<file path="src/mem_defs.svh">
// Sizes are fixed; load and store lane logic assumes a 32-bit word of four bytes
`ifndef MEM_DEFS_SVH
`define MEM_DEFS_SVH

// Data word width in bits
`define MEM_DATA_W 32

// Word address width, gives the depth below
`define MEM_WADDR_W 5

// Byte address adds the two lane bits
`define MEM_BADDR_W (`MEM_WADDR_W + 2)

// Words held in the data memory
`define MEM_DEPTH 32

`endif

</file>
<file path="src/mem_pkg.sv">
// Shared types for the memory stage; size code 2'b10 is not named and is handled as a word
`include "mem_defs.svh"

package mem_pkg;

    // Plain vectors with a meaning
    typedef logic [`MEM_DATA_W-1:0]  word_t;
    typedef logic [`MEM_BADDR_W-1:0] baddr_t;
    typedef logic [`MEM_WADDR_W-1:0] waddr_t;

    // One write enable per byte lane, bit 0 is bits 7..0
    typedef logic [3:0] lane_en_t;

    // Access size codes of the load/store unit
    typedef enum logic [1:0] {
        SIZE_BYTE = 2'b00,
        SIZE_HALF = 2'b01,
        SIZE_WORD = 2'b11
    } access_size_e;

    // Load or store request, 43 bits
    typedef struct packed {
        logic         write;        // Store when set
        access_size_e size;
        logic         is_unsigned;  // Zero-extend loads
        baddr_t       addr;         // Byte address
        word_t        wdata;        // Store data, low bits used
    } mem_req_t;

    // Debug dump sequencer
    typedef enum logic {
        DUMP_IDLE = 1'b0,
        DUMP_RUN  = 1'b1
    } dump_state_e;

endpackage

</file>
<file path="src/store_align.sv">
// Purely combinational; misaligned halfword and word addresses are truncated, never trapped
module store_align (
    input  mem_pkg::access_size_e i_size,
    input  logic [1:0]            i_addr_lo,
    input  mem_pkg::word_t        i_wdata,
    output mem_pkg::lane_en_t     o_lane_en,
    output mem_pkg::word_t        o_wdata
);

    mem_pkg::word_t    wdata_byte;
    mem_pkg::word_t    wdata_half;
    mem_pkg::lane_en_t lane_byte;
    mem_pkg::lane_en_t lane_half;

    // Low byte copied into every lane
    assign wdata_byte = {4{i_wdata[7:0]}};

    // Low halfword copied into both halves
    assign wdata_half = {2{i_wdata[15:0]}};

    // One lane per byte address
    always_comb
    begin
        case (i_addr_lo)
            2'b00:   lane_byte = 4'b0001;
            2'b01:   lane_byte = 4'b0010;
            2'b10:   lane_byte = 4'b0100;
            default: lane_byte = 4'b1000;
        endcase
    end

    // Address bit 0 has no effect on halfwords
    assign lane_half = i_addr_lo[1] ? 4'b1100 : 4'b0011;

    always_comb
    begin
        case (i_size)
            mem_pkg::SIZE_BYTE:
            begin
                o_lane_en = lane_byte;
                o_wdata   = wdata_byte;
            end
            mem_pkg::SIZE_HALF:
            begin
                o_lane_en = lane_half;
                o_wdata   = wdata_half;
            end
            default:    // Word, also code 2'b10
            begin
                o_lane_en = 4'b1111;
                o_wdata   = i_wdata;
            end
        endcase
    end

endmodule

</file>
<file path="src/load_extend.sv">
// Combinational load formatter; address bits below the access size are ignored
`include "mem_defs.svh"

module load_extend (
    input  mem_pkg::word_t        i_word,
    input  mem_pkg::access_size_e i_size,
    input  logic                  i_is_unsigned,
    input  logic [1:0]            i_addr_lo,
    output mem_pkg::word_t        o_data
);

    logic [7:0]     byte_sel;
    logic [15:0]    half_sel;
    logic           byte_fill;
    logic           half_fill;
    mem_pkg::word_t byte_ext;
    mem_pkg::word_t half_ext;

    // Addressed byte moved down to bit 0
    always_comb
    begin
        case (i_addr_lo)
            2'b00:   byte_sel = i_word[7:0];
            2'b01:   byte_sel = i_word[15:8];
            2'b10:   byte_sel = i_word[23:16];
            default: byte_sel = i_word[31:24];
        endcase
    end

    assign half_sel = i_addr_lo[1] ? i_word[31:16] : i_word[15:0];  // Bit 0 unused

    // Top bit of the field for signed loads, zero otherwise
    assign byte_fill = byte_sel[7] & ~i_is_unsigned;
    assign half_fill = half_sel[15] & ~i_is_unsigned;

    assign byte_ext = {{(`MEM_DATA_W - 8){byte_fill}}, byte_sel};
    assign half_ext = {{(`MEM_DATA_W - 16){half_fill}}, half_sel};

    always_comb
    begin
        case (i_size)
            mem_pkg::SIZE_BYTE:
            begin
                o_data = byte_ext;
            end
            mem_pkg::SIZE_HALF:
            begin
                o_data = half_ext;
            end
            default:
            begin
                o_data = i_word;    // Word passes unchanged
            end
        endcase
    end

endmodule

</file>
<file path="src/data_mem.sv">
// Contents start at zero and survive reset; both read ports are asynchronous
`include "mem_defs.svh"

module data_mem (
    input  logic              i_clk,
    input  logic              i_write,
    input  mem_pkg::waddr_t   i_addr,
    input  mem_pkg::lane_en_t i_lane_en,
    input  mem_pkg::word_t    i_wdata,
    input  mem_pkg::waddr_t   i_debug_addr,
    output mem_pkg::word_t    o_rdata,
    output mem_pkg::word_t    o_debug_data
);

    mem_pkg::word_t mem_array [`MEM_DEPTH];

    // Power-up contents
    initial
    begin
        for (int w = 0; w < `MEM_DEPTH; w++)
        begin
            mem_array[w] = '0;
        end
    end

    // Lane-enabled write, other lanes keep their bytes
    always_ff @(posedge i_clk)
    begin
        if (i_write)
        begin
            for (int lane = 0; lane < 4; lane++)
            begin
                if (i_lane_en[lane])
                begin
                    mem_array[i_addr][lane*8 +: 8] <= i_wdata[lane*8 +: 8];
                end
            end
        end
    end

    // Access path read, seen in the same cycle
    assign o_rdata = mem_array[i_addr];

    // Debugger read
    assign o_debug_data = mem_array[i_debug_addr];

endmodule

</file>
<file path="src/debug_dump.sv">
// No back-pressure: each beat must be taken while o_valid is high; start is ignored when busy
`include "mem_defs.svh"

module debug_dump (
    input  logic            i_clk,
    input  logic            i_rst_n,
    input  logic            i_start,
    input  mem_pkg::word_t  i_mem_data,
    output mem_pkg::waddr_t o_mem_addr,
    output logic            o_valid,
    output logic            o_done,
    output mem_pkg::waddr_t o_addr,
    output mem_pkg::word_t  o_data
);

    localparam mem_pkg::waddr_t LAST_WORD = mem_pkg::waddr_t'(`MEM_DEPTH - 1);

    mem_pkg::dump_state_e state;
    mem_pkg::dump_state_e state_next;
    mem_pkg::waddr_t      word_cnt;
    mem_pkg::waddr_t      word_cnt_next;
    logic                 running;
    logic                 at_last;

    assign running = (state == mem_pkg::DUMP_RUN);
    assign at_last = (word_cnt == LAST_WORD);

    // Next state and counter
    always_comb
    begin
        state_next    = state;
        word_cnt_next = word_cnt;
        case (state)
            mem_pkg::DUMP_IDLE:
            begin
                if (i_start)
                begin
                    state_next    = mem_pkg::DUMP_RUN;
                    word_cnt_next = '0;  // Always start from word 0
                end
            end
            mem_pkg::DUMP_RUN:
            begin
                if (at_last)
                begin
                    state_next = mem_pkg::DUMP_IDLE;
                end
                else
                begin
                    word_cnt_next = word_cnt + 1'b1;
                end
            end
            default:
            begin
                state_next = mem_pkg::DUMP_IDLE;
            end
        endcase
    end

    always_ff @(posedge i_clk)
    begin
        if (!i_rst_n)
        begin
            state    <= mem_pkg::DUMP_IDLE;
            word_cnt <= '0;
        end
        else
        begin
            state    <= state_next;
            word_cnt <= word_cnt_next;
        end
    end

    // One beat per cycle while running
    assign o_mem_addr = word_cnt;
    assign o_valid    = running;
    assign o_done     = running & at_last;  // Only with the last word
    assign o_addr     = word_cnt;
    assign o_data     = i_mem_data;         // Memory word current this cycle

endmodule

</file>
<file path="src/mem_stage.sv">
// Memory-access stage; loads return in the same cycle, no handshake and no misalignment traps
`include "mem_defs.svh"

module mem_stage (
    input  logic              i_clk,
    input  logic              i_rst_n,
    input  mem_pkg::mem_req_t i_req,
    input  logic              i_dump_start,
    output mem_pkg::word_t    o_rdata,
    output logic              o_dump_valid,
    output logic              o_dump_done,
    output mem_pkg::waddr_t   o_dump_addr,
    output mem_pkg::word_t    o_dump_data
);

    mem_pkg::waddr_t   req_waddr;
    mem_pkg::lane_en_t st_lane_en;
    mem_pkg::word_t    st_wdata;
    mem_pkg::word_t    mem_rdata;
    mem_pkg::waddr_t   dbg_addr;
    mem_pkg::word_t    dbg_data;

    assign req_waddr = i_req.addr[`MEM_BADDR_W-1:2];  // Drop the lane bits

    store_align u_store_align (
        .i_size    (i_req.size),
        .i_addr_lo (i_req.addr[1:0]),
        .i_wdata   (i_req.wdata),
        .o_lane_en (st_lane_en),
        .o_wdata   (st_wdata)
    );

    data_mem u_data_mem (
        .i_clk        (i_clk),
        .i_write      (i_req.write),
        .i_addr       (req_waddr),
        .i_lane_en    (st_lane_en),
        .i_wdata      (st_wdata),
        .i_debug_addr (dbg_addr),
        .o_rdata      (mem_rdata),
        .o_debug_data (dbg_data)
    );

    load_extend u_load_extend (
        .i_word        (mem_rdata),
        .i_size        (i_req.size),
        .i_is_unsigned (i_req.is_unsigned),
        .i_addr_lo     (i_req.addr[1:0]),
        .o_data        (o_rdata)
    );

    debug_dump u_debug_dump (
        .i_clk      (i_clk),
        .i_rst_n    (i_rst_n),
        .i_start    (i_dump_start),
        .i_mem_data (dbg_data),
        .o_mem_addr (dbg_addr),
        .o_valid    (o_dump_valid),
        .o_done     (o_dump_done),
        .o_addr     (o_dump_addr),
        .o_data     (o_dump_data)
    );

endmodule

</file>
<file path="config.mk">
export PLATFORM = sky130hd
export DESIGN_NAME = mem_stage
export DESIGN_NICKNAME = d
export VERILOG_FILES = /design/src/mem_pkg.sv /design/src/store_align.sv /design/src/load_extend.sv /design/src/data_mem.sv /design/src/debug_dump.sv /design/src/mem_stage.sv
export VERILOG_INCLUDE_DIRS = /design/src
export SDC_FILE = /design/constraint.sdc
export NUM_CORES = 1
export LEC_CHECK = 0
export BUFFER_PORTS_ARGS = -buffer_cell sky130_fd_sc_hd__buf_2
export CORE_MARGIN = 1.5
export CORE_UTILIZATION = 29
export CTS_CLUSTER_DIAMETER = 100
export DETAILED_ROUTE_END_ITERATION = 12
export GPL_ROUTABILITY_DRIVEN = 0
export MAX_ROUTING_LAYER = met4
export PLACE_DENSITY_LB_ADDON = 0.12
export REMOVE_ABC_BUFFERS = 1
export SLEW_MARGIN = 5
export SYNTH_ARGS = -nofsm -noshare
export SYNTH_HDL_FRONTEND = slang
export SYNTH_HIERARCHICAL = 1
export SYNTH_SLANG_ARGS = --single-unit
export TNS_END_PERCENT = 20
</file>
<file path="constraint.sdc">
create_clock -name i_clk -period 3.6 [get_ports i_clk]
set_clock_uncertainty 0.2 [all_clocks]
set_input_delay 0.36 -clock i_clk [delete_from_list [all_inputs] [get_ports i_clk]]
set_output_delay 0.36 -clock i_clk [all_outputs]
set_load 0.02 [all_outputs]
</file>
==> summary.md, run 1 <==
| Metric | Value |
|---|---|
| Status | `finished, violations left` |
| Failing checks | `negative setup slack` |
| Top-Level Pins | `117` |
| Crit path required time | `3.04 ns` |
| Clk sink count | `1030` |
| Unrepaired setup endpoints after global routing | `true` |
| Die Width | `416 um` |
| Synthesis-stage register bit count | `1030` |
| Sequential-to-total area share from yosys stat | `62.3%` |
| Synth area leaders | `edfxtp_1, mux4_2, mux2i_1, a22oi_1, buf_4` |
| Hold Path Class | `in -> reg` |
| Post-route antenna net violation count | `0` |
| Worst path bufs/invs | `4` |
| CP Cell Sequence | `mux4_2 -> a22oi_2 -> nand4_1 -> buf_4 -> mux2_4 -> a32oi_4 -> buf_12 -> clkbuf_16 -> o211ai_1 -> buf_2` |
| Root Driver | `clkbuf_16` |
| Count leader, synth | `edfxtp_1` |
| Router iterations before antenna repair | `7` |
| Ys async rst share | `0%` |
| Largest net degree at the start of global routing | `65` |
| First DRT Iteration DRCs | `3112` |
| Max-cap violations | `0` |
| Worst-path clk slew | `0.06 ns` |
| Drt total wl | `182 mm` |
| Core area | `170000 um2` |
| Worst Path Max Fanout | `4` |
| Starting Density | `29.2%` |
| Avg Inst Size Synth | `15.9 um2` |
| CTS tree | `done` |
| Warnings from Yosys | `6` |
| VDD IR max | `0.000398 V` |
| Worst setup EP type | `output port` |
| Vias in the first global route | `32500` |
| CP top delay family | `multiplexers` |
| Largest area contributor in the netlist | `edfxtp_1` |
| Clk_lat worst skew | `0.72 ns` |
| Wirelength per Cell | `31.6 um` |
| Yosys top cell area share | `62.0%` |
| Netlist cell types | `53` |
| Vias per cell | `5.46` |
| Layout cells sized above 1 | `30.1%` |
| Die area | `173000 um2` |
| H-tree levels | `3` |
| Finished Layout Cells | `5767` |
| Site Rows | `151` |
| PD cells | `477 nW/um2` |
| Fmax | `243 MHz` |
| All-layer global routing usage | `21.3%` |
| Cts bufs inserted | `117` |
| Setup ws final | `-0.523 ns` |
| Final setup fails | `39` |
| Area delta synth->final | `20.3%` |
| Slew @ Worst Pin | `1.19 ns` |
| Mapped Area | `49600 um2` |
| Final Max Tran Viols | `0` |
| Antenna violations before repair | `4` |
| Syn Inst Count | `3112` |
| Nets@finish | `3499` |
| Startpoint class of the critical path | `register` |
| Final critical-path required period | `4.12 ns` |
| Critical Setup Path Class | `reg -> out` |
| Overall power | `28500 uW` |
| EDFF count, synth | `1024` |
| Global route overflow | `0` |
| Worst EP arrival | `3.56 ns` |
| Most used DFF post-synth | `edfxtp_1` |
| Die height | `416 um` |
| Critical-path top delay cell | `mux4_2` |
| Crit share post-route | `115%` |
| Inst Count DP | `5539` |
| Buffers on Ports | `116` |
| Vias | `31500` |
| Post-synth top cells | `edfxtp_1, mux2i_1, mux4_2` |
| Slew HR | `20.4%` |
| DRC | `0` |
| DP Wirelength | `125 mm` |
| Leak pwr | `0.0193 uW` |
| Clk buf depth | `3` |
| CP max stage delay | `0.51 ns` |
| Global-route wire length before repair | `255 mm` |
| Hold Fails Final Rpt | `0` |
[area by class of cell]
| class | count | area, um2 |
|---|---|---|
| fill | 16100 | 110000 |
| sequential | 1030 | 30900 |
| multi-input combinational | 1784 | 17600 |
| timing repair buffer | 514 | 4580 |
| clock buffer | 143 | 3110 |
| tap | 2218 | 2780 |
| clock inverter | 72 | 618 |
| inverter | 4 | 15.0 |
| antenna | 2 | 5.00 |
[per-layer routing]
| metal | global-route usage [%] | wire (um) | vias to the layer above |
|---|---|---|---|
| li1 | - | - | 13400 |
| met1 | 26.4 | 75000 | 16800 |
| met2 | 35.4 | 90500 | 1079 |
| met3 | 2.43 | 8460 | 283 |
| met4 | 8.79 | 8240 | 0 |
| met5 | - | 0 | - |
[worst paths after layout]
kind                                      from                    endpoint  slack, ns  cells after the start
setup / recovery  u_data_mem/mem_array[11][23]                  o_rdata[7]      -0.52                     10
hold / removal                        i_req[7]  u_data_mem/mem_array[0][7]       0.06                      2
setup reg to reg        u_debug_dump/o_addr[0]        u_debug_dump/o_valid       1.09                      7
hold reg to reg           u_debug_dump/o_valid      u_debug_dump/o_addr[2]       0.41                      2
[sequential cells by signal, indices dropped and copies added (netlist names)]
signal                cells
u_debug_dump/o_addr       5
u_data_mem/mem_array   1024
u_debug_dump/o_valid      1
[where the power goes]
group          leakage, uW  switching (uW)  internal [uW]
Clock              0.00183            4930           6800
Combinational      0.00828            1990           1290
Sequential         0.00919            61.6          13400
Total               0.0193            6980          21500
[kinds of logic (layout without fill, tap and decap cells)]
group                    count (synthesis)  count (layout)  synth area share [%]
other                                    0               2                     0
flip-flops                            1030            1030                  62.3
AND/OR/NAND/NOR                        492             492                  4.53
AO/OA/AOI/OAI                          480             480                  7.02
multiplexers                           810             810                  22.9
buffers and inverters                  298             733                  3.27
adder cells (fa/ha/maj)                  2               2                0.0505
[cells in the final DEF, fill, tap and decap left out, types with 14 or more instances in the layout]
master     instances
a21oi_1           99
a22o_1            63
a22oi_1          219
a22oi_2           14
a31oi_2           19
buf_12            50
buf_2             90
buf_4            332
buf_6             21
clkbuf_1          22
clkbuf_16        122
clkinv_1          30
clkinv_2          24
edfxtp_1        1024
mux2_2            16
mux2i_1          529
mux4_2           256
nand2_1          135
nand3_1           90
nand3_2           18
nand4_1           36
nor2_1           134
nor3_1            31
[what timing repair did]
action | CTS | global route
pin swaps | 27 | 33
buffers inserted | 1 | 0
endpoints found under the hold margin | 44 | 0
gates cloned | 1 | 1
gates resized for setup | 95 | 62
hold buffers | 8 | 0
setup endpoints to repair | 64 | 64
[per-stage QoR]
stage	hold WS [ns]	instance area, um2	worst slack [ns]	util, %	setup TNS (ns)
finish	0.0627	59600	-0.523	35.1	-13.07
global route	0.0578	59600	-0.596	35.1	-17.43
CTS	0.0243	59300	-0.575	35.0	-16.03
detailed placement	0.412	55000	-0.507	32.4	-13.05
global placement	0.399	55000	-0.511	32.4	-11.44
floorplan	0.259	48000	-16.50	-	-631.44
(Power assumes the default switching activity.)
==> run 2, diff against run 1 <==
--- a/config.mk
+++ b/config.mk
@@ -9,6 +9,7 @@
 export BUFFER_PORTS_ARGS = -buffer_cell sky130_fd_sc_hd__buf_2
 export CORE_MARGIN = 1.5
 export CORE_UTILIZATION = 29
+export CTS_BUF_LIST = sky130_fd_sc_hd__clkbuf_8
 export CTS_CLUSTER_DIAMETER = 100
 export DETAILED_ROUTE_END_ITERATION = 12
 export GPL_ROUTABILITY_DRIVEN = 0
==> summary.md, run 2 (synthesis results as in run 1) <==
| Metric | Value |
|---|---|
| Multi-input gate area | `17700 um2` |
| Clk_lat worst skew | `0.91 ns` |
| Vias per cell | `5.41` |
| Worst setup EP type | `output port` |
| Hold Fails Final Rpt | `0` |
| RR Endpoint | `u_debug_dump/o_valid` |
| Antenna violations before repair | `5` |
| Reg2reg setup slack | `1.08 ns` |
| Clk buf depth | `3` |
| Startpoint class of the critical path | `register` |
| Global route overflow | `0` |
| Leak pwr | `0.0195 uW` |
| Global-route wire length before repair | `257 mm` |
| Max-cap violations | `0` |
| Setup ws final | `-0.672 ns` |
| Critical-path top delay cell | `mux4_2` |
| Final Util | `35.0%` |
| Cts bufs inserted | `183` |
| Worst-path clk slew | `0.06 ns` |
| All-layer global routing usage | `21.5%` |
| Layout cells sized above 1 | `30.9%` |
| Router iterations before antenna repair | `6` |
| Buffers on Ports | `116` |
| Area of placed instances | `55000 um2` |
| Top-Level Pins | `117` |
| Nets@finish | `3581` |
| PD cells | `453 nW/um2` |
| Clk sink count | `1030` |
| Unrepaired setup endpoints after global routing | `true` |
| Site Rows | `151` |
| Crit path required time | `3.04 ns` |
| Failing checks | `negative setup slack` |
| Vias in the first global route | `33100` |
| Cell repeated most along the worst path | `buf_4` |
| CP Cell Sequence | `mux4_2 -> a22oi_2 -> nand4_1 -> buf_4 -> mux2_4 -> a32oi_4 -> buf_12 -> clkbuf_16 -> o221ai_2 -> buf_4` |
| Die area | `173000 um2` |
| Fmax | `234 MHz` |
| Die Width | `416 um` |
| Vias | `31900` |
| Crit share post-route | `119%` |
| Area delta synth->final | `19.8%` |
| Starting Density | `29.2%` |
| VDD IR max | `0.000357 V` |
| CTS tree | `done` |
| DP Wirelength | `125 mm` |
| Worst EP arrival | `3.71 ns` |
| First DRT Iteration DRCs | `2940` |
| Reg with most FFs | `u_data_mem/mem_array` |
| CP max stage delay | `0.52 ns` |
| Root Driver | `clkbuf_8` |
| Max reg flops | `1024` |
| Sequential Area | `30900 um2` |
| Status | `finished, violations left` |
| Final Instance Area | `59400 um2` |
| Commonest non-fill, non-tap cells in the layout | `edfxtp_1, mux2i_1, buf_4, mux4_2, a22oi_1` |
| Critical Setup Path Class | `reg -> out` |
| Largest net degree at the start of global routing | `65` |
| Wirelength per Cell | `31.1 um` |
| R2r startpoint | `u_debug_dump/o_addr[0]` |
| Slew HR | `21.1%` |
| Fillers | `16300` |
| Drt total wl | `183 mm` |
| Worst Setup SP | `u_data_mem/mem_array[15][23]` |
| Post-route antenna net violation count | `0` |
| Worst path bufs/invs | `4` |
| Final Max Tran Viols | `0` |
| Core area | `170000 um2` |
| Levels on crit path | `10` |
| Worst Path Max Fanout | `4` |
| H-tree levels | `4` |
| Hold path start | `i_req[21]` |
| Hold Path Class | `in -> reg` |
| Critical Path Sink | `o_rdata[10]` |
| Slew @ Worst Pin | `1.18 ns` |
| Final setup fails | `64` |
| DRC | `0` |
| Die height | `416 um` |
| CP top delay family | `multiplexers` |
| Final setup TNS | `-22.68 ns` |
| Final critical-path required period | `4.27 ns` |
| Commonest non-fill, non-tap cell in the layout | `edfxtp_1` |
| Reg2reg path depth | `7` |
-- run 2: power breakdown --
group          total [uW]  internal (uW)  switching (uW)
Clock               10200           5130            5020
Combinational        3300           1300            1990
Sequential          13500          13400            61.7
Total               26900          19800            7080
-- run 2: metal layers --
| metal | share of wire [%] | up-vias | track usage, % | wire [um] |
|---|---|---|---|---|
| met1 | 41 | 16800 | 26.4 | 75100 |
| met2 | 50 | 1183 | 35.4 | 91200 |
| met5 | 0 | - | - | 0 |
| li1 | - | 13600 | - | - |
| met3 | 5.0 | 314 | 3.08 | 9200 |
| met4 | 4.3 | 0 | 9.11 | 7930 |
-- run 2: repair_timing --
| item | 4_1_cts | 5_1_grt |
|---|---|---|
| hold buffers | 23 | 1 |
| setup endpoints to repair | 64 | 64 |
| endpoints found under the hold margin | 489 | 32 |
| pin swaps | 26 | 33 |
| cloned | 1 | 1 |
| resized for setup | 97 | 60 |
| buffers inserted | 1 | 0 |
-- run 2: worst min-delay path by stage --
stage	endpoint	slack [ns]	depth (start not counted)
finish	u_data_mem/mem_array[1][21]	0.1	2
global route	u_data_mem/mem_array[1][18]	0.07	2
CTS	u_data_mem/mem_array[1][18]	0.003	2
detailed placement	u_debug_dump/o_addr[2]	0.41	2
global placement	u_debug_dump/o_addr[2]	0.40	2
floorplan	u_data_mem/mem_array[0][0]	0.26	0
-- run 2: metrics by stage --
step | hold slack, ns | std cells | power (uW) | setup slack [ns]
global placement | 0.399 | 5539 | 16800 | -0.511
CTS | 0.00338 | 5892 | 27200 | -0.827
floorplan | 0.259 | 2818 | 16200 | -16.50
detailed placement | 0.412 | 5539 | 16800 | -0.507
global route | 0.0717 | 5895 | 27800 | -0.838
finish | 0.0972 | 5895 | 26900 | -0.672
-- run 2: cell type report --
cell class / count / area share [%]
Timing Repair Buffer: 530 / 7.94
Sequential cell: 1030 / 52.0
Clock inverter: 140 / 1.24
Antenna cell: 1 / 0.00421
Tap cell: 2218 / 4.67
Inverter: 4 / 0.0253
Clock buffer: 188 / 4.36
Multi-Input combinational cell: 1784 / 29.8
-- run 2: worst reg2reg max path, cell delays in order, from the launching register on --
cell and delay (ns):
dfxtp_4 0.54, buf_4 0.25, ha_1 0.23, and3_1 0.19
ha_1 0.21, and2_4 0.18, nor3_1 0.05, dlygate4sd3_1 0.56
